**src/design/jtag_dma_consts.svh**
```systemverilog
`ifndef JTAG_DMA_CONSTS_SVH
`define JTAG_DMA_CONSTS_SVH

// Words in each ping-pong bank
`define BUF_DEPTH 512

// Chain 1 layout: data word, buffer address, swap flag at the top
`define CHAIN1_LEN   42
`define CH1_DATA_LSB 0
`define CH1_ADDR_LSB 32
`define CH1_SWAP_BIT 41

// Chain 2 holds a dma_cmd_t
`define CHAIN2_LEN 54

// Status lands in the low bits of chain 2 on capture
`define CH2_STATUS_LSB 0

`endif
```
**src/design/jtag_dma_pkg.sv**
```systemverilog
`default_nettype none

`include "jtag_dma_consts.svh"

package jtag_dma_pkg;

    // Bus and buffer word
    typedef logic [31:0] word_t;

    // Word address inside one bank
    typedef logic [$clog2(`BUF_DEPTH)-1:0] buf_addr_t;

    // DMA command, MSB first as shifted into chain 2
    typedef struct packed {
        word_t      bus_addr;
        logic [3:0] byte_enable;
        logic [7:0] burst_size;
        logic       read_n_write;
        buf_addr_t  buf_start;
    } dma_cmd_t;

    // Engine status; done and error stay set until the next start
    typedef struct packed {
        logic busy;
        logic done;
        logic error;
    } dma_status_t;

endpackage

`default_nettype wire

```
**src/design/dma_cmd_if.sv**
```systemverilog
`timescale 1ns/10ps
`default_nettype none

interface dma_cmd_if;
    import jtag_dma_pkg::*;

    dma_cmd_t    cmd;
    // One-cycle pulse, dropped by the engine while busy
    logic        start;
    dma_status_t status;

    modport issuer (
        output cmd, start,
        input  status
    );

    modport engine (
        input  cmd, start,
        output status
    );

endinterface

`default_nettype wire

```
**src/design/buffer_port_if.sv**
```systemverilog
`timescale 1ns/10ps
`default_nettype none

interface buffer_port_if;
    import jtag_dma_pkg::*;

    buf_addr_t addr;
    logic      write_enable;
    word_t     wdata;
    // Registered, valid one cycle after addr
    word_t     rdata;

    modport user (
        output addr, write_enable, wdata,
        input  rdata
    );

    modport mem (
        input  addr, write_enable, wdata,
        output rdata
    );

endinterface

`default_nettype wire

```
**src/design/jtag_chain_ctrl.sv**
```systemverilog
`timescale 1ns/10ps
`default_nettype none

`include "jtag_dma_consts.svh"

module jtag_chain_ctrl (
    input  wire logic   jtck,
    input  wire logic   rst_n,
    input  wire logic   jtdi,
    input  wire logic   jshift,
    input  wire logic   jupdate,
    input  wire logic   jce1,
    input  wire logic   jce2,
    input  wire logic   jrti1,
    input  wire logic   jrti2,
    output logic        jtdo1,
    output logic        jtdo2,
    buffer_port_if.user port_a,
    output logic        bank_swap,
    dma_cmd_if.issuer   dma
);
    import jtag_dma_pkg::*;

    logic [`CHAIN1_LEN-1:0] chain1;
    logic [`CHAIN2_LEN-1:0] chain2;
    logic                   last_ce2;
    logic                   rd_pend;
    logic                   upd1;
    logic                   upd2;
    logic                   swap_flag;

    // Update acts on the chain enabled now, else on the last one shifted
    assign upd2 = jupdate && (jce2 || (!jce1 && last_ce2));
    assign upd1 = jupdate && (jce1 || (!jce2 && !last_ce2));

    assign swap_flag = chain1[`CH1_SWAP_BIT];

    assign jtdo1 = chain1[0];
    assign jtdo2 = chain2[0];

    // Buffer write goes out on the update edge itself
    assign port_a.addr         = chain1[`CH1_ADDR_LSB +: $bits(buf_addr_t)];
    assign port_a.wdata        = chain1[`CH1_DATA_LSB +: $bits(word_t)];
    assign port_a.write_enable = upd1 && !swap_flag;

    always_ff @(posedge jtck) begin
        if (!rst_n) begin
            last_ce2 <= 1'b0;
            rd_pend  <= 1'b0;
        end else begin
            if (jce1 || jce2) begin
                last_ce2 <= jce2;
            end
            // Read data shows up one cycle after the address
            rd_pend <= jrti1;
        end
    end

    always_ff @(posedge jtck) begin
        if (!rst_n) begin
            chain1 <= '0;
        end else if (jshift && jce1) begin
            chain1 <= {jtdi, chain1[`CHAIN1_LEN-1:1]};
        end else if (rd_pend) begin
            chain1[`CH1_DATA_LSB +: $bits(word_t)] <= port_a.rdata;
        end
    end

    always_ff @(posedge jtck) begin
        if (!rst_n) begin
            chain2 <= '0;
        end else if (jshift && jce2) begin
            chain2 <= {jtdi, chain2[`CHAIN2_LEN-1:1]};
        end else if (jrti2) begin
            chain2[`CH2_STATUS_LSB +: $bits(dma_status_t)] <= dma.status;
        end
    end

    // One-cycle strobes out of the update edge
    always_ff @(posedge jtck) begin
        if (!rst_n) begin
            bank_swap <= 1'b0;
            dma.start <= 1'b0;
        end else begin
            bank_swap <= upd1 && swap_flag;
            dma.start <= upd2;
        end
    end

    always_ff @(posedge jtck) begin
        if (upd2) begin
            dma.cmd <= dma_cmd_t'(chain2);
        end
    end

endmodule

`default_nettype wire

```
**src/flat_wrapper.sv**
```systemverilog
// flat-port wrapper written by rule: the top's interface ports become plain ports
module jtag_chain_ctrl_flat import jtag_dma_pkg::*;
  (jtck, rst_n, jtdi, jshift, jupdate, jce1, jce2, jrti1, jrti2, jtdo1, jtdo2, bank_swap, port_a_addr, port_a_write_enable, port_a_wdata, port_a_rdata, dma_cmd, dma_start, dma_status);
  buffer_port_if port_a_i ();
  dma_cmd_if dma_i ();
  input  wire logic jtck;
  input  wire logic rst_n;
  input  wire logic jtdi;
  input  wire logic jshift;
  input  wire logic jupdate;
  input  wire logic jce1;
  input  wire logic jce2;
  input  wire logic jrti1;
  input  wire logic jrti2;
  output logic jtdo1;
  output logic jtdo2;
  output logic bank_swap;
  output wire logic [$bits(port_a_i.addr)-1:0] port_a_addr;
  output wire logic [$bits(port_a_i.write_enable)-1:0] port_a_write_enable;
  output wire logic [$bits(port_a_i.wdata)-1:0] port_a_wdata;
  input wire logic [$bits(port_a_i.rdata)-1:0] port_a_rdata;
  output wire logic [$bits(dma_i.cmd)-1:0] dma_cmd;
  output wire logic [$bits(dma_i.start)-1:0] dma_start;
  input wire logic [$bits(dma_i.status)-1:0] dma_status;
  assign port_a_addr = port_a_i.addr;
  assign port_a_write_enable = port_a_i.write_enable;
  assign port_a_wdata = port_a_i.wdata;
  assign port_a_i.rdata = port_a_rdata;
  assign dma_cmd = dma_i.cmd;
  assign dma_start = dma_i.start;
  assign dma_i.status = dma_status;
  jtag_chain_ctrl u_core (.jtck(jtck), .rst_n(rst_n), .jtdi(jtdi), .jshift(jshift), .jupdate(jupdate), .jce1(jce1), .jce2(jce2), .jrti1(jrti1), .jrti2(jrti2), .jtdo1(jtdo1), .jtdo2(jtdo2), .port_a(port_a_i), .bank_swap(bank_swap), .dma(dma_i));
endmodule
```
**config.mk**
```make
export PLATFORM = sky130hd
export DESIGN_NAME = jtag_chain_ctrl_flat
export DESIGN_NICKNAME = d
export VERILOG_FILES = /design/src/design/jtag_dma_pkg.sv /design/src/design/dma_cmd_if.sv /design/src/design/buffer_port_if.sv /design/src/design/jtag_chain_ctrl.sv /design/src/flat_wrapper.sv
export VERILOG_INCLUDE_DIRS = /design/src /design/src/design
export SDC_FILE = /design/constraint.sdc
export NUM_CORES = 1
export LEC_CHECK = 0
export BUFFER_PORTS_ARGS = -buffer_cell sky130_fd_sc_hd__clkbuf_2
export CAP_MARGIN = 25
export CORE_MARGIN = 5
export CORE_UTILIZATION = 51
export CTS_BUF_LIST = sky130_fd_sc_hd__clkbuf_4
export DETAILED_ROUTE_END_ITERATION = 16
export GPL_ROUTABILITY_DRIVEN = 0
export PLACE_DENSITY = 0.78
export SETUP_SLACK_MARGIN = 0.1
export SYNTH_ARGS = -nofsm -noshare
export SYNTH_HDL_FRONTEND = slang
export SYNTH_SLANG_ARGS = --single-unit
```
**constraint.sdc**
```tcl
create_clock -name jtck -period 5.6 [get_ports jtck]
set_clock_uncertainty 0.05 [all_clocks]
set_input_delay 1.12 -clock jtck [delete_from_list [all_inputs] [get_ports jtck]]
set_output_delay 1.12 -clock jtck [all_outputs]
set_load 0.005 [all_outputs]
```
==> flow_summary.toml <==
[run_status]
status = "finished, final reports clean"

[setup_path]
crit_chain = "buf_4 -> o21bai_1 -> and3b_1 -> clkbuf_2"
critPathKind = "in -> out"
start_kind = "input pin"
r2r_cells = 3
reg2reg_from = "u_core.last_ce2"
slowest_stage = "and3b_1"
path_max_fanout = 3
crit_arrival_ns = 1.75
end_kind = "output port"
crit_path_max_incr_delay_ns = 0.21
cp_data_required_time_ns = 4.43
reg2reg_to = "u_core.dma.cmd[37]"
rrSetupSlack_ns = 3.60

[drt]
drtIter0Drc = 346
wl_um = 12500
avgViaCountPerCell = 5.31
route.detailed.drc = 0
firstDrtPassIters = 6
avgRoutedWirePerCell_um = 15.5
ant_nets = 0
vias = 4291

[floorplan]
dieArea_sq_um = 15500
initial_core_util_pct = 52.5
fp.dieW_um = 124
core_area_sq_um = 12700
ioPinCount = 144
num_rows = 41
die_y_um = 124

[logic_synthesis]
synthMuxAreaShare_pct = 7.59
yosysSeqAreaShare_pct = 54.3
synth_top_family_by_area = "compound AO/OA/AOI/OAI gates"
synth_nets = 594
synthXorXnorAreaFrac_pct = 0
synth_area_sq_um = 6680
synth_seq_cells = 154
postSynthCellCount = 550
syn_area_per_cell_sq_um = 12.1
yosysWarningCount = 0
synthSimpleGateAreaFrac_pct = 9.20
synthDistinctLibCells = 22
synthAdderAreaFrac_pct = 0
synth_compound_area_share_pct = 19.3

[power_and_ir_drop]
p_per_area_nw_per_um2 = 278
leakagePower_uw = 0.00319
ir_worst_vdd_v = 0.000126

[sta]
slew_headroom_pct = 30.7
tns_ns = 0
report.final.slew_viol_count = 0
setup_slack_ns = 2.68
fin_crit_sh_pct = 52.1
rsz0062_at_grt = "false"
fmax_mhz = 342
tightestPinTransition_ns = 1.04
setup_viol = 0
finalCriticalPeriod_ns = 2.92
hold_violations = 0

[clocking]
clock_latency_ns = 0.51
cts_max_level = 4
clk_pin_slew_worst_paths_ns = 0.13
cts_tree = "built"
cts_setup_buffers = 0
cts_resized = 0
clkSinkCount = 154
clockRootBuffer = "clkbuf_4"
cts_hold_buf = 0
clockBufferDepth = 2
cts_buffers = 17

[min_path]
holdPathStages = 0
whs_endpoint = "u_core.dma.cmd[7]"
worstHoldPathType = "reg -> reg"
min-delay-start = "u_core.chain2[7]"

[final_layout]
drive_gt1_share_pct = 44.0
finalInstanceArea_sq_um = 7320
seq_area_sq_um = 3620
nNetsFinal = 667
fill_cells = 1084
multi_input_area_sq_um = 2420
syn_to_final_growth_pct = 9.65
diodes = 0

[placed_design]
dpl.hpwl_um = 8280
port_buffers = 143
placed_area_sq_um = 7020
pre_cts_ws_ns = 2.39

[global_routing]
track_usage_pct = 16.1
grt_pass1_wl_um = 20800
antenna_found_initial = 0
grt_start_max_net_pins = 107
grt_pass1_vias = 4252
overflow = 0

[flow_run]
drv_cap = 0
-- metal layers --
metal | wire length (um) | global-route usage, %
met5 | 0 | 0
met4 | 145 | 5.22
met3 | 904 | 5.92
met2 | 5920 | 25.7
met1 | 5540 | 20.3
-- cell usage after synthesis --
cell      count  area [sq um]
dfxtp_1     100          2000
a21oi_1      63           315
a21bo_2      61           611
nand3_1      61           305
edfxtp_1     54          1620
buf_4        43           323
nand3b_1     35           263
o211a_1      35           350
mux2_4       30           450
buf_2        20           100
clkbuf_1     20          75.1
buf_6        12           135
mux2_2        5          56.3
and2_1        3          18.8
a21boi_0      1          7.51
and3b_1       1          8.76
and4_1        1          8.76
inv_1         1          3.75
inv_2         1          3.75
nand2_1       1          3.75
nand2b_1      1          6.26
o21bai_1      1          7.51
-- power by group --
part           total [uW]  internal [uW]  switching [uW]
registers            1220           1200            28.2
logic                 197           98.6            98.1
clock network         614            193             421
-- critical path, delay by kind of cell --
family          cells  cell delay [ns]
simple gates        1             0.21
compound gates      1             0.14
buf+inv             2             0.28
-- kinds of logic (layout without fill, tap and decap cells) --
group,count (synthesis),in the layout
AND/OR/NAND/NOR,103,103
buffers and inverters,97,183
multiplexers,35,35
AO/OA/AOI/OAI,161,161
flip-flops,154,154
-- worst max path at each step --
stage | from | end | slack (ns) | cells after the start
detailed placement | jshift | u_core.chain1[18] | 2.39 | 3
finish | jce2 | port_a_write_enable | 2.68 | 4
global placement | jshift | u_core.chain1[5] | 2.46 | 3
global route | jce2 | port_a_write_enable | 2.60 | 4
CTS | jce2 | port_a_write_enable | 2.67 | 4
floorplan | jce2 | u_core.dma.cmd[0] | 1.04 | 4
-- stage by stage --
stage / power, uW / utilization [%] / hold WS [ns] / cells
global placement: 1440 / 55.2 / 0.380 / 774
floorplan: 1400 / - / 0.362 / 550
global route: 2140 / 57.5 / 0.425 / 808
detailed placement: 1440 / 55.2 / 0.388 / 774
CTS: 2060 / 57.3 / 0.421 / 806
finish: 2030 / 57.5 / 0.416 / 808
-- registers in the layout (all words and copies together) (netlist names) --
name / cells
u_core.rd_pend: 1
u_core.chain2: 54
u_core.dma.start: 1
u_core.dma.cmd: 54
u_core.bank_swap: 1
u_core.chain1: 42
u_core.last_ce2: 1
-- placed cells by master (no fill, tap or decap), types with 2 or more instances in the layout --
cell	count
a21bo_2	61
and2_1	3
clkbuf_4	17
buf_4	6
clkinv_4	4
edfxtp_1	54
dfxtp_1	99
inv_8	3
nand3_1	61
mux2_2	5
o211a_1	35
clkbuf_2	141
clkinvlp_4	2
a21oi_1	63
inv_6	3
mux2_4	30
nand3b_1	35
clkinv_2	2
-- area by class of cell --
| type | count | area share [%] |
|---|---|---|
| Clock buffer | 17 | 1.74 |
| Tap cell | 172 | 2.94 |
| Timing Repair Buffer | 149 | 10.7 |
| Multi-Input combinational cell | 299 | 33.1 |
| Sequential cell | 154 | 49.5 |
| Inverter | 2 | 0.103 |
| Clock inverter | 15 | 1.86 |
No activity file was read; power rests on OpenSTA's default activity.
