**config.mk**
```make
export PLATFORM = sky130hd
export DESIGN_NAME = dma_bus_master_flat
export DESIGN_NICKNAME = d
export VERILOG_FILES = /design/src/design/jtag_dma_pkg.sv /design/src/design/dma_cmd_if.sv /design/src/design/buffer_port_if.sv /design/src/design/dma_bus_master.sv /design/src/flat_wrapper.sv
export VERILOG_INCLUDE_DIRS = /design/src /design/src/design
export SDC_FILE = /design/constraint.sdc
export NUM_CORES = 1
export LEC_CHECK = 0
export ABC_AREA = 1
export BUFFER_PORTS_ARGS = -buffer_cell sky130_fd_sc_hd__buf_2
export CAP_MARGIN = 20
export CELL_PAD_IN_SITES_DETAIL_PLACEMENT = 1
export CELL_PAD_IN_SITES_GLOBAL_PLACEMENT = 2
export CORE_UTILIZATION = 25
export DETAILED_ROUTE_END_ITERATION = 12
export GPL_TIMING_DRIVEN = 0
export PLACE_DENSITY = 0.95
export SYNTH_ARGS = -nofsm -noshare
export SYNTH_HDL_FRONTEND = slang
export SYNTH_SLANG_ARGS = --single-unit
```
**constraint.sdc**
```tcl
create_clock -name jtck -period 3.4 [get_ports jtck]
set_input_delay 0.34 -clock jtck [delete_from_list [all_inputs] [get_ports jtck]]
set_output_delay 0.34 -clock jtck [all_outputs]
set_load 0.02 [all_outputs]
```
**src/design/jtag_dma_consts.svh**
```systemverilog
`ifndef JTAG_DMA_CONSTS_SVH
`define JTAG_DMA_CONSTS_SVH

// Words in each ping-pong bank
`define BUF_DEPTH 512

// Chain 1 layout: data word, buffer address, swap flag at the top
`define CHAIN1_LEN   42
`define CH1_DATA_LSB 0
`define CH1_ADDR_LSB 32
`define CH1_SWAP_BIT 41

// Chain 2 holds a dma_cmd_t
`define CHAIN2_LEN 54

// Status lands in the low bits of chain 2 on capture
`define CH2_STATUS_LSB 0

`endif
```
**src/design/jtag_dma_pkg.sv**
```systemverilog
`default_nettype none

`include "jtag_dma_consts.svh"

package jtag_dma_pkg;

    // Bus and buffer word
    typedef logic [31:0] word_t;

    // Word address inside one bank
    typedef logic [$clog2(`BUF_DEPTH)-1:0] buf_addr_t;

    // DMA command, MSB first as shifted into chain 2
    typedef struct packed {
        word_t      bus_addr;
        logic [3:0] byte_enable;
        logic [7:0] burst_size;
        logic       read_n_write;
        buf_addr_t  buf_start;
    } dma_cmd_t;

    // Engine status; done and error stay set until the next start
    typedef struct packed {
        logic busy;
        logic done;
        logic error;
    } dma_status_t;

endpackage

`default_nettype wire

```
**src/design/dma_cmd_if.sv**
```systemverilog
`timescale 1ns/10ps
`default_nettype none

interface dma_cmd_if;
    import jtag_dma_pkg::*;

    dma_cmd_t    cmd;
    // One-cycle pulse, dropped by the engine while busy
    logic        start;
    dma_status_t status;

    modport issuer (
        output cmd, start,
        input  status
    );

    modport engine (
        input  cmd, start,
        output status
    );

endinterface

`default_nettype wire

```
**src/design/buffer_port_if.sv**
```systemverilog
`timescale 1ns/10ps
`default_nettype none

interface buffer_port_if;
    import jtag_dma_pkg::*;

    buf_addr_t addr;
    logic      write_enable;
    word_t     wdata;
    // Registered, valid one cycle after addr
    word_t     rdata;

    modport user (
        output addr, write_enable, wdata,
        input  rdata
    );

    modport mem (
        input  addr, write_enable, wdata,
        output rdata
    );

endinterface

`default_nettype wire

```
**src/design/dma_bus_master.sv**
```systemverilog
`timescale 1ns/10ps
`default_nettype none

module dma_bus_master (
    input  wire logic                 jtck,
    input  wire logic                 rst_n,
    dma_cmd_if.engine                 dma,
    buffer_port_if.user               port_b,
    output jtag_dma_pkg::word_t       address_data_out,
    output logic [3:0]                byte_enable,
    output logic [7:0]                burst_size,
    output logic                      read_n_write,
    output logic                      begin_transaction,
    output logic                      end_transaction_out,
    output logic                      data_valid_out,
    input  wire jtag_dma_pkg::word_t  address_data_in,
    input  wire logic                 end_transaction_in,
    input  wire logic                 data_valid_in,
    input  wire logic                 busy_in,
    input  wire logic                 error_in,
    output logic                      request,
    input  wire logic                 granted
);
    import jtag_dma_pkg::*;

    typedef enum logic [2:0] {
        S_IDLE,
        S_REQ,
        S_BEGIN,
        S_WRITE,
        S_READ,
        S_END
    } state_t;

    state_t     state;
    dma_cmd_t   cmd_q;
    logic [7:0] beat_cnt;
    buf_addr_t  buf_addr;
    logic       done_q;
    logic       error_q;
    logic       accept;
    logic       prefetch;

    assign accept = (state == S_IDLE) && dma.start;

    // Address phase on the first granted cycle after the request
    assign begin_transaction = (state == S_BEGIN) && granted;

    assign byte_enable  = cmd_q.byte_enable;
    assign burst_size   = cmd_q.burst_size;
    assign read_n_write = cmd_q.read_n_write;

    // Word in rdata moves onto the bus, fetch the one after it
    assign prefetch = (begin_transaction && !cmd_q.read_n_write) ||
                      (state == S_WRITE && !busy_in && beat_cnt != 8'd0);

    // buf_addr always names the word sitting in rdata during writes
    assign port_b.addr         = prefetch ? buf_addr + 1'b1 : buf_addr;
    assign port_b.write_enable = (state == S_READ) && data_valid_in;
    assign port_b.wdata        = address_data_in;

    assign dma.status = '{busy: (state != S_IDLE), done: done_q, error: error_q};

    always_ff @(posedge jtck) begin
        if (!rst_n) begin
            state               <= S_IDLE;
            request             <= 1'b0;
            end_transaction_out <= 1'b0;
            data_valid_out      <= 1'b0;
            done_q              <= 1'b0;
            error_q             <= 1'b0;
        end else begin
            case (state)
                S_IDLE: begin
                    if (dma.start) begin
                        done_q  <= 1'b0;
                        error_q <= 1'b0;
                        request <= 1'b1;
                        state   <= S_REQ;
                    end
                end
                // First buffer word is being fetched here
                S_REQ: begin
                    state <= S_BEGIN;
                end
                S_BEGIN: begin
                    if (granted) begin
                        if (cmd_q.read_n_write) begin
                            state <= S_READ;
                        end else begin
                            data_valid_out <= 1'b1;
                            state          <= S_WRITE;
                        end
                    end
                end
                S_WRITE: begin
                    if (error_in) begin
                        request        <= 1'b0;
                        data_valid_out <= 1'b0;
                        error_q        <= 1'b1;
                        state          <= S_IDLE;
                    end else if (!busy_in && beat_cnt == 8'd0) begin
                        data_valid_out      <= 1'b0;
                        end_transaction_out <= 1'b1;
                        state               <= S_END;
                    end
                end
                S_READ: begin
                    if (error_in) begin
                        request <= 1'b0;
                        error_q <= 1'b1;
                        state   <= S_IDLE;
                    end else if (end_transaction_in) begin
                        request <= 1'b0;
                        done_q  <= 1'b1;
                        state   <= S_IDLE;
                    end
                end
                S_END: begin
                    end_transaction_out <= 1'b0;
                    request             <= 1'b0;
                    done_q              <= 1'b1;
                    state               <= S_IDLE;
                end
                default: begin
                    state <= S_IDLE;
                end
            endcase
        end
    end

    // Command, counters and bus word
    always_ff @(posedge jtck) begin
        if (accept) begin
            cmd_q            <= dma.cmd;
            address_data_out <= dma.cmd.bus_addr;
            buf_addr         <= dma.cmd.buf_start;
        end else begin
            if (prefetch || port_b.write_enable) begin
                buf_addr <= buf_addr + 1'b1;
            end
            // Counts beats still to go after the one on the bus
            if (begin_transaction) begin
                beat_cnt <= cmd_q.burst_size - 8'd1;
            end else if (prefetch) begin
                beat_cnt <= beat_cnt - 8'd1;
            end
            if (prefetch) begin
                address_data_out <= port_b.rdata;
            end
        end
    end

endmodule

`default_nettype wire

```
**src/flat_wrapper.sv**
```systemverilog
// flat-port wrapper written by rule: the top's interface ports become plain ports
module dma_bus_master_flat import jtag_dma_pkg::*;
  (jtck, rst_n, address_data_out, byte_enable, burst_size, read_n_write, begin_transaction, end_transaction_out, data_valid_out, address_data_in, end_transaction_in, data_valid_in, busy_in, error_in, request, granted, dma_cmd, dma_start, dma_status, port_b_addr, port_b_write_enable, port_b_wdata, port_b_rdata);
  dma_cmd_if dma_i ();
  buffer_port_if port_b_i ();
  input  wire logic jtck;
  input  wire logic rst_n;
  output jtag_dma_pkg::word_t address_data_out;
  output logic [3:0] byte_enable;
  output logic [7:0] burst_size;
  output logic read_n_write;
  output logic begin_transaction;
  output logic end_transaction_out;
  output logic data_valid_out;
  input  wire jtag_dma_pkg::word_t address_data_in;
  input  wire logic end_transaction_in;
  input  wire logic data_valid_in;
  input  wire logic busy_in;
  input  wire logic error_in;
  output logic request;
  input  wire logic granted;
  input wire logic [$bits(dma_i.cmd)-1:0] dma_cmd;
  input wire logic [$bits(dma_i.start)-1:0] dma_start;
  output wire logic [$bits(dma_i.status)-1:0] dma_status;
  output wire logic [$bits(port_b_i.addr)-1:0] port_b_addr;
  output wire logic [$bits(port_b_i.write_enable)-1:0] port_b_write_enable;
  output wire logic [$bits(port_b_i.wdata)-1:0] port_b_wdata;
  input wire logic [$bits(port_b_i.rdata)-1:0] port_b_rdata;
  assign dma_i.cmd = dma_cmd;
  assign dma_i.start = dma_start;
  assign dma_status = dma_i.status;
  assign port_b_addr = port_b_i.addr;
  assign port_b_write_enable = port_b_i.write_enable;
  assign port_b_wdata = port_b_i.wdata;
  assign port_b_i.rdata = port_b_rdata;
  dma_bus_master u_core (.jtck(jtck), .rst_n(rst_n), .dma(dma_i), .port_b(port_b_i), .address_data_out(address_data_out), .byte_enable(byte_enable), .burst_size(burst_size), .read_n_write(read_n_write), .begin_transaction(begin_transaction), .end_transaction_out(end_transaction_out), .data_valid_out(data_valid_out), .address_data_in(address_data_in), .end_transaction_in(end_transaction_in), .data_valid_in(data_valid_in), .busy_in(busy_in), .error_in(error_in), .request(request), .granted(granted));
endmodule
```
==> metrics.cfg, run 1 <==
[outcome]
status=finished, violations left
failed_checks=DRC

[global_routing]
grt-ovfl-total=0
antenna_found_initial=1
grtUsageTotal_pct=15.31
grt_max_degree=23
grt_pass1_vias=3869
grt_pass1_wl_um=18550

[cells_and_area]
antenna_cells=0
layout_commonest_cell=buf_2
utilization_pct=36.06
fin_nets=766
layout_common_cells=buf_2, nand2_1, edfxtp_1
syn_to_final_growth_pct=39.57
drive_gt1_share_pct=41.84

[cts]
cts.path.max_buffers=2
root_buffer=clkbuf_16
clk_latency_ps=340
tritoncts=done
clk_pin_slew_worst_paths_ps=60
numCtsBuffers=9
h-tree-depth=3
post_cts_buffers=0
hold_buffers=0
clkSinkCount=70
cts-resized-gates=0

[place]
dpl_worst_slack_ps=881.7
hpwlAfterDp_um=9553
gp_congestion=0.8647
port_buffers=186

[worst_setup_path]
rr_worst_depth=7
crit_end=u_core.address_data_out[1]$_DFFE_PP_
critPathCaptureType=register
cp_cell_sequence=nor2_2, nand3_2, buf_6, o21ai_4, inv_1, nand2_1, buf_16
r2r_setup_slack_ps=960
worst_ep_required_time_ps=3440
startpoint=u_core.state[2]$_SDFFE_PN0P_
r2r-start=u_core.state[2]$_SDFFE_PN0P_
rr_endpoint=u_core.address_data_out[1]$_DFFE_PP_
cp-start-kind=register
cp_slowest_cell=nand2_1
worstSetupPathType=register to register
crit_fanout=18
cp.arrival_ps=2480
max_stage_delay_ps=600

[floorplan]
die_area_mm2=0.01569
ioPinCount=220
fp-row-count=44
die_x_um=125.2
die_y_um=125.2
fp.coreArea_mm2=0.01470
initial_core_util_pct=25.83

[drt]
vias_per_cell=4.330
postRouteAntennaNets=0
dr.pass1.iters=8
routed_wirelength_um=11580
via_count=3581
drc=8
wl_per_cell_um=14.00
first_iter_violations=98

[timing]
timing.final.ws_setup_ps=958.8
finalCritPeriodShare_pct=71.80
skew_ps=5.293
relSlewSlack_pct=48.52
setup_viol=0
tightest_slew_ps=770.3
tns_ps=0
rsz0062_at_grt=no
hold_ws_ps=173.5
slew_viol_final=0
fin_crit_ps=2441
max_freq_mhz=409.6
hold_violations=0

[yosys]
syn_nets=568
synth_cells=440
ys_types=31
seq_area_frac_synth_pct=53.25
synth_edf_count=62
synth_seq_cells=70
syn_area_mm2=0.003797
synthFlopType=edfxtp_1
avgSynthCellArea_um2=8.630
synthArstFlopShare_pct=0
yosysWarnings=0

[hold_path]
hold_path.class=input port to register

[power]
power_density_mw_per_mm2=891.0
power.leakage_nw=2.727
vdd_drop_max_uv=255.6

[job]
cap_violations=0

==> synthesized netlist by cell type, drive strengths merged (2+ instances only) <==
| cell | count | area, µm² |
|---|---|---|
| a21oi | 5 | 25.02 |
| nor3 | 3 | 15.01 |
| dfxtp | 8 | 160.2 |
| ha | 2 | 25.02 |
| nand2 | 189 | 719.4 |
| nand3 | 15 | 80.08 |
| nand3b | 3 | 26.27 |
| buf | 48 | 346.6 |
| nor2 | 23 | 106.4 |
| xor2 | 8 | 70.07 |
| inv | 46 | 172.7 |
| edfxtp | 62 | 1862 |
| nand4 | 9 | 56.30 |
| o21ai | 12 | 82.59 |
==> power by group <==
group,internal (mW),switching (mW),leakage [nW]
Clock,0.637,0.368,0.150
Sequential,1.42,0.143,0.652
Combinational,0.684,1.47,1.93
Total,2.74,1.98,2.73
==> cells by family (layout without fill, tap and decap cells) <==
logic type | count (synthesis) | in the layout | share of synthesized area [%]
flops | 70 | 70 | 53.25
simple gates | 243 | 243 | 26.59
compound gates | 21 | 21 | 3.625
fa+ha+maj | 2 | 2 | 0.6589
xor+xnor | 9 | 9 | 2.076
buf+inv | 95 | 298 | 13.81
==> layer usage <==
layer  global-route usage, %  share of wire, %  up-vias
met4                   6.887               2.2        0
met5                       0                 0        -
li1                        -                 -     1767
met1                   14.99                37     1649
met2                   28.92                53      146
met3                   5.263               7.8       19
==> stage by stage <==
step | instances | power (mW) | instance area (µm²)
final | 827 | 4.723 | 5300
after global routing | 827 | 5.059 | 5300
after CTS | 827 | 4.801 | 5300
after detailed placement | 811 | 3.775 | 4986
after global placement | 810 | 3.642 | 4959
after floorplan | 440 | 2.989 | 3797
==> state kept, by name, summed over array words and instances (netlist names) <==
signal / flops
u_core.request: 1
u_core.beat_cnt: 8
u_core.read_n_write: 1
u_core.address_data_out: 32
u_core.done_q: 1
u_core.buf_addr: 9
u_core.data_valid_out: 1
u_core.error_q: 1
u_core.end_transaction_out: 1
u_core.burst_size: 8
u_core.state: 3
u_core.byte_enable: 4
==> area by class of cell <==
type | count | area, µm²
well taps | 184 | 230.2
clock inverters | 7 | 88.84
fillers | 1831 | 9399
flip-flops and latches | 70 | 2022
clock buffers | 9 | 225.2
inverters | 46 | 172.7
plain buffers | 49 | 351.6
multi-input cells | 275 | 1251
repair buffers | 187 | 958.4
==> worst min-delay path by stage <==
stage,from,to,slack [ps],cells past startpoint
final,dma_cmd[11],u_core.burst_size[1]$_DFFE_PP_,170,1
after global routing,dma_cmd[10],u_core.burst_size[0]$_DFFE_PP_,160,1
after CTS,dma_cmd[10],u_core.burst_size[0]$_DFFE_PP_,160,1
after detailed placement,u_core.data_valid_out$_SDFFE_PN0P_,u_core.data_valid_out$_SDFFE_PN0P_,440,2
after global placement,u_core.data_valid_out$_SDFFE_PN0P_,u_core.data_valid_out$_SDFFE_PN0P_,430,2
after floorplan,u_core.done_q$_SDFFE_PN0P_,u_core.done_q$_SDFFE_PN0P_,430,2
==> critical path: cells and delay by family, from the launching register on <==
| family | cells | cell delay (ps) |
|---|---|---|
| simple gates | 3 | 980 |
| buf+inv | 3 | 570 |
| flops | 1 | 350 |
| compound gates | 1 | 240 |
Note: power is estimated with default switching activity, not from simulation.
==> run 2: changes to the inputs <==
- CORE_UTILIZATION: 25 -> 21
- PLACE_DENSITY: 0.95 -> 0.87
- clock period: 3.4 -> 2.2 ns (I/O delays scaled with it)
==> run 2 against run 1 <==
The run now ends clean. First-iteration DRC count increased by 20%. Non-clock buffer count rose by 6. Wire length grew 1.4%. Sequential cell count did not move. Design area grew 2.6%. Die area up 19%. Critical path depth is the same. Sequential share of layout area fell by 0.95 points. Combinational power is 57% higher. Global-route usage shrank 2.3 points. Register-to-register slack got worse by 760 ps. Sequential power up 55%. Critical path type is now register to output port. Largest power group unchanged.
==> metrics.cfg, run 2 (synthesis gave the netlist of run 1 again) <==
[timing]
hold_violations=0  ; unchanged
setup_viol=0  ; unchanged
hold_ws_ps=52.64  ; -120.9 ps
finalCritPeriodShare_pct=99.15
tightest_slew_ps=549.0  ; -221.3 ps
slew_viol_final=0  ; unchanged
relSlewSlack_pct=63.40  ; +15 points
skew_ps=7.111  ; +1.817 ps
max_freq_mhz=458.4
rsz0062_at_grt=yes
fin_crit_ps=2181

[cts]
hold_buffers=0  ; unchanged
tritoncts=done
root_buffer=clkbuf_16
h-tree-depth=3  ; unchanged
cts.path.max_buffers=2  ; unchanged
clk_latency_ps=340  ; about the same
clk_pin_slew_worst_paths_ps=60  ; about the same
clkSinkCount=70  ; unchanged
numCtsBuffers=9  ; unchanged

[floorplan]
initial_core_util_pct=21.73  ; -4.1 points
die_x_um=136.5  ; +9.0%
fp-row-count=48  ; +9.1%
fp.coreArea_mm2=0.01748  ; +19%
die_area_mm2=0.01862  ; +19%
die_y_um=136.5  ; +9.0%
ioPinCount=220  ; unchanged

[drt]
postRouteAntennaNets=0  ; unchanged
routed_wirelength_um=11740  ; +1.4%
wl_per_cell_um=13.45  ; -3.9%
first_iter_violations=118  ; +20%
via_count=3537  ; -1.2%
vias_per_cell=4.052  ; -6.4%
drc=0  ; -8
dr.pass1.iters=4  ; -4

[worst_setup_path]
r2r_setup_slack_ps=200  ; -760 ps
cp-start-kind=register
cp_slowest_cell=dfxtp_1
cp_cell_sequence=nor2_4, nand3_2, buf_6, o21ai_4, buf_4, xor2_1, buf_4
cp_common_cell=buf_4
startpoint=u_core.state[2]$_SDFFE_PN0P_
rr_endpoint=u_core.beat_cnt[4]$_DFFE_PP_
worst_ep_required_time_ps=1980  ; -1460 ps
worstSetupPathType=register to output port
critPathCaptureType=output port
cp.arrival_ps=1960  ; -520 ps
r2r-start=u_core.state[2]$_SDFFE_PN0P_
max_stage_delay_ps=380  ; -220 ps
crit_fanout=10  ; -8
crit_end=port_b_addr[0]
rr_worst_depth=11  ; +4

[cells_and_area]
n_fill_cell=2125  ; +16%
layout_commonest_cell=buf_2
layout_common_cells=buf_2, nand2_1, edfxtp_1
largest_reg_flops=32  ; unchanged
reg_top3=u_core.address_data_out: 32 flops, u_core.buf_addr: 9 flops
fin_nets=772  ; +0.78%
stdcell_area_mm2=0.005439  ; +2.6%
antenna_cells=0  ; unchanged
largest_register=u_core.address_data_out
syn_to_final_growth_pct=43.23
drive_gt1_share_pct=43.52  ; +1.7 points

[global_routing]
grt-ovfl-total=0  ; unchanged
antenna_found_initial=2  ; +1
grtUsageTotal_pct=13.01  ; -2.3 points
grt_pass1_wl_um=18190  ; -2.0%
grt_pass1_vias=3622  ; -6.4%
grt_max_degree=33  ; +43%

[power]
power.leakage_nw=2.775  ; +1.7%
power_density_mw_per_mm2=1377  ; +55%
vdd_drop_max_uv=477.5  ; +87%

[job]
cap_violations=0  ; unchanged

[place]
hpwlAfterDp_um=9250  ; -3.2%
port_buffers=186  ; unchanged
place_area_mm2=0.005012  ; +0.53%
gp_congestion=0.7922  ; -8.4%

[hold_path]
hold_path.class=input port to register

[outcome]
status=finished, final reports clean

run 2: changes by cell type in the layout (fill, tap and decap cells not counted), sizes merged:
cell | before | now
buf | 235 | 241
bufinv | 2 | 3
clkinv | 4 | 2
run 2: per-stage QoR:
step / power, mW / utilization [%] / instances / setup TNS [ps] / setup WS, ps
2_1_floorplan: 4.619 / - / 440 / 0 / 53.23
3_3_place_gp: 5.712 / 28.67 / 851 / -21720 / -681.6
3_5_place_dp: 5.777 / 28.68 / 851 / -7457 / -236.1
4_1_cts: 7.573 / 30.87 / 869 / -0.5334 / -0.5334
5_1_grt: 8.041 / 31.12 / 873 / -308.4 / -89.28
6_report: 7.488 / 31.12 / 873 / 0 / 18.66
run 2: layout make-up:
type | count | area, µm² | area share, %
timing repair buffer | 193 | 985.9 | 18.13
inverter | 46 | 172.7 | 3.175
sequential | 70 | 2023 | 37.20
clock inverter | 6 | 111.4 | 2.047
multi-input combinational | 275 | 1287 | 23.67
tap | 225 | 281.5 | 5.176
buffer | 49 | 351.6 | 6.464
clock buffer | 9 | 225.2 | 4.141
run 2: routing by layer:
layer	up-vias	share of wire [%]	GRT usage [%]
met5	-	0.14	0
met4	2	1.7	5.370
met3	14	7.2	4.027
met2	134	50	23.01
met1	1615	41	14.32
li1	1772	-	-
run 2: worst min path at each step:
stage / startpoint / to / slack [ps] / cells after the start
final: dma_cmd[9] / u_core.read_n_write$_DFFE_PP_ / 50 / 1
after global routing: dma_cmd[18] / u_core.byte_enable[0]$_DFFE_PP_ / 40 / 1
after CTS: dma_cmd[9] / u_core.read_n_write$_DFFE_PP_ / 30 / 1
after detailed placement: dma_cmd[18] / u_core.byte_enable[0]$_DFFE_PP_ / 400 / 1
after global placement: dma_cmd[17] / u_core.burst_size[7]$_DFFE_PP_ / 400 / 1
after floorplan: dma_cmd[10] / u_core.burst_size[0]$_DFFE_PP_ / 320 / 0
run 2: worst max-delay path: cells and delay by family (launching register included):
kind	cells	cell delay (ps)
compound gates	1	270
xor+xnor	1	190
buf+inv	3	520
flops	1	380
simple gates	2	240
run 2: timing repair:
| action | in CTS | in global routing |
|---|---|---|
| hold endpoints to repair | 0 | 0 |
| setup endpoints to repair | 39 | 17 |
| gates cloned | 0 | 1 |
| gates resized for setup | 6 | 6 |
| setup buffers | 3 | 3 |
| pin swaps | 2 | 1 |
run 2: where the power goes:
part	total (mW)	leakage [nW]	switching (mW)	internal (mW)
sequential	2.43	0.652	0.227	2.20
combinational	3.38	1.96	2.29	1.09
clock	1.69	0.161	0.584	1.10
==> run 3: changes to the inputs <==
- CORE_MARGIN: default -> 4
- CTS_BUF_LIST: default -> sky130_fd_sc_hd__clkbuf_8 sky130_fd_sc_hd__clkbuf_16
==> run 3 against run 2 <==
Clock-buffer cell count unchanged. Maximum frequency is 5.0% higher. First-iteration DRC count decreased by 30%. Utilization hardly changed. Die area increased by 9.0%. Design area up 0.34%. Via count is 0.28% higher. Worst setup slack improved by 100 ps. Largest cell class unchanged. Combinational power rose by 1%.
==> metrics.cfg, run 3 (synthesis gave the netlist of run 1 again) <==
[cells_and_area]
drive_gt1_share_pct=44.31  ; +0.79 points
final_cells=875  ; +0.23%
layout_common_cells=buf_2, nand2_1, edfxtp_1
multi_input_area_mm2=0.001310  ; +1.7%
n_fill_cell=2162  ; +1.7%
reg_top3=u_core.address_data_out: 32 flops, u_core.buf_addr: 9 flops
layout_commonest_cell=buf_2
largest_reg_flops=32  ; unchanged
syn_to_final_growth_pct=43.72
largest_register=u_core.address_data_out
regArea_mm2=0.002024  ; about the same
fin_nets=773  ; +0.13%
antenna_cells=0  ; unchanged

[hold_path]
min_path_cells=1  ; unchanged
hold_path.class=input port to register

[timing]
relSlewSlack_pct=64.43  ; +1.0 points
skew_ps=5.757  ; -1.354 ps
finalCritPeriodShare_pct=94.44  ; -4.7 points
max_freq_mhz=481.3  ; +5.0%
slew_viol_final=0  ; unchanged
timing.final.ws_setup_ps=122.3  ; +103.6 ps
hold_violations=0  ; unchanged
fin_crit_ps=2078  ; -103.6 ps
setup_viol=0  ; unchanged
tightest_slew_ps=533.6  ; -15.42 ps
rsz0062_at_grt=yes

[outcome]
status=finished, final reports clean

[floorplan]
fp.coreArea_mm2=0.01754  ; +0.34%
fp-row-count=48  ; unchanged
die_x_um=142.5  ; +4.4%
die_area_mm2=0.02030  ; +9.0%
die_y_um=142.5  ; +4.4%
ioPinCount=220  ; unchanged
initial_core_util_pct=21.65  ; -0.074 points

[worst_setup_path]
r2r_setup_slack_ps=210  ; about the same
crit_fanout=7  ; -3
critPathCaptureType=output port
max_stage_delay_ps=310  ; -70 ps
cp-start-kind=register
rr_endpoint=u_core.beat_cnt[4]$_DFFE_PP_
cp.arrival_ps=1860  ; -100 ps
cp_common_cell=buf_4
worstSetupPathType=register to output port
r2r-start=u_core.state[0]$_SDFFE_PN0P_
rr_worst_depth=11  ; unchanged
cp_slowest_cell=dfxtp_1
crit_end=port_b_addr[4]
worst_ep_required_time_ps=1980  ; about the same
cp_cell_sequence=buf_4, nand2_1, nor2_4, inv_2, nor2_2, o21ai_4, o21ai_4, buf_6, buf_4, o21ai_2, buf_4
startpoint=u_core.state[1]$_SDFFE_PN0P_

[drt]
dr.pass1.iters=6  ; +2
via_count=3547  ; +0.28%
first_iter_violations=83  ; -30%
routed_wirelength_um=12150  ; +3.5%
drc=0  ; unchanged
postRouteAntennaNets=0  ; unchanged
wl_per_cell_um=13.89  ; +3.3%
vias_per_cell=4.054  ; about the same

[cts]
cts.path.max_buffers=2  ; unchanged
h-tree-depth=3  ; unchanged
tritoncts=done
clk_latency_ps=330  ; about the same
clk_pin_slew_worst_paths_ps=60  ; about the same
hold_buffers=0  ; unchanged
numCtsBuffers=9  ; unchanged
root_buffer=clkbuf_16
clkSinkCount=70  ; unchanged

[global_routing]
grtUsageTotal_pct=12.00  ; -1.0 points
grt_pass1_wl_um=19070  ; +4.9%
antenna_found_initial=3  ; +1
grt_max_degree=33  ; unchanged
grt_pass1_vias=3741  ; +3.3%
grt-ovfl-total=0  ; unchanged

[place]
port_buffers=186  ; unchanged
hpwlAfterDp_um=9748  ; +5.4%
gp_congestion=0.8012  ; +1.1%
place_inst=851  ; unchanged
dpl_worst_slack_ps=-223.9  ; +12.13 ps

[power]
power_density_mw_per_mm2=1357  ; -1.5%
vdd_drop_max_uv=388.4  ; -19%
power.leakage_nw=2.775  ; about the same

[job]
cap_violations=0  ; unchanged

-- run 3: cell types whose count changed in the layout (fill, tap and decap cells not counted), moves of 2 or more --
cell / previous run / this run
buf_6: 3 / 5
clkinv_1: 0 / 2
nand2_1: 184 / 182
nand2_2: 4 / 6
-- run 3: report_power, final --
group          leakage [nW]  switching (mW)  internal [mW]  total, mW
clock                 0.150           0.576          0.985       1.56
combinational          1.97            2.31           1.11       3.42
sequential            0.652           0.223           2.20       2.42
-- run 3: worst max-delay path: cells and delay by family, from the launching register on --
kind,cells,cell delay [ps]
buffers and inverters,5,620
flip-flops,1,310
AND/OR/NAND/NOR,3,310
AO/OA/AOI/OAI,3,270
-- run 3: layout make-up --
type	count	share of cell area, %
clock buffer	9	4.127
multi-input combinational	275	24.00
buffer	49	6.442
tap	225	5.158
timing repair buffer	194	18.39
clock inverter	7	1.628
sequential	70	37.09
inverter	46	3.164
-- run 3: worst min-delay path by stage --
stage / end / startpoint
CTS: u_core.byte_enable[3]$_DFFE_PP_ / dma_cmd[21]
global placement: u_core.burst_size[7]$_DFFE_PP_ / dma_cmd[17]
floorplan: u_core.burst_size[0]$_DFFE_PP_ / dma_cmd[10]
finish: u_core.burst_size[2]$_DFFE_PP_ / dma_cmd[12]
detailed placement: u_core.byte_enable[3]$_DFFE_PP_ / dma_cmd[21]
global route: u_core.burst_size[5]$_DFFE_PP_ / dma_cmd[15]
-- run 3: routing by layer --
metal / global-route usage, % / vias up / routed length (µm)
met5: 0 / - / 42
met4: 3.402 / 6 / 179
met3: 6.149 / 18 / 1333
met2: 20.87 / 144 / 6055
met1: 12.78 / 1605 / 4543
li1: - / 1774 / -
-- run 3: what timing repair did --
item,in CTS,in global routing
pin swaps,2,5
setup buffers,3,4
cloned,0,1
endpoints found under the setup margin,40,42
resized for setup,8,14
-- run 3: metrics by stage --
step                cell area (µm²)  hold slack, ps  power [mW]  setup TNS (ps)  util [%]
CTS                            5375           36.09       7.453               0     30.65
finish                         5458           59.66       7.404               0     31.12
detailed placement             5012           398.5       5.797           -7099     28.58
global placement               5010           397.6       5.742          -22490     28.57
floorplan                      3797           318.9       4.619               0         -
global route                   5458           36.77       8.013          -509.5     31.12
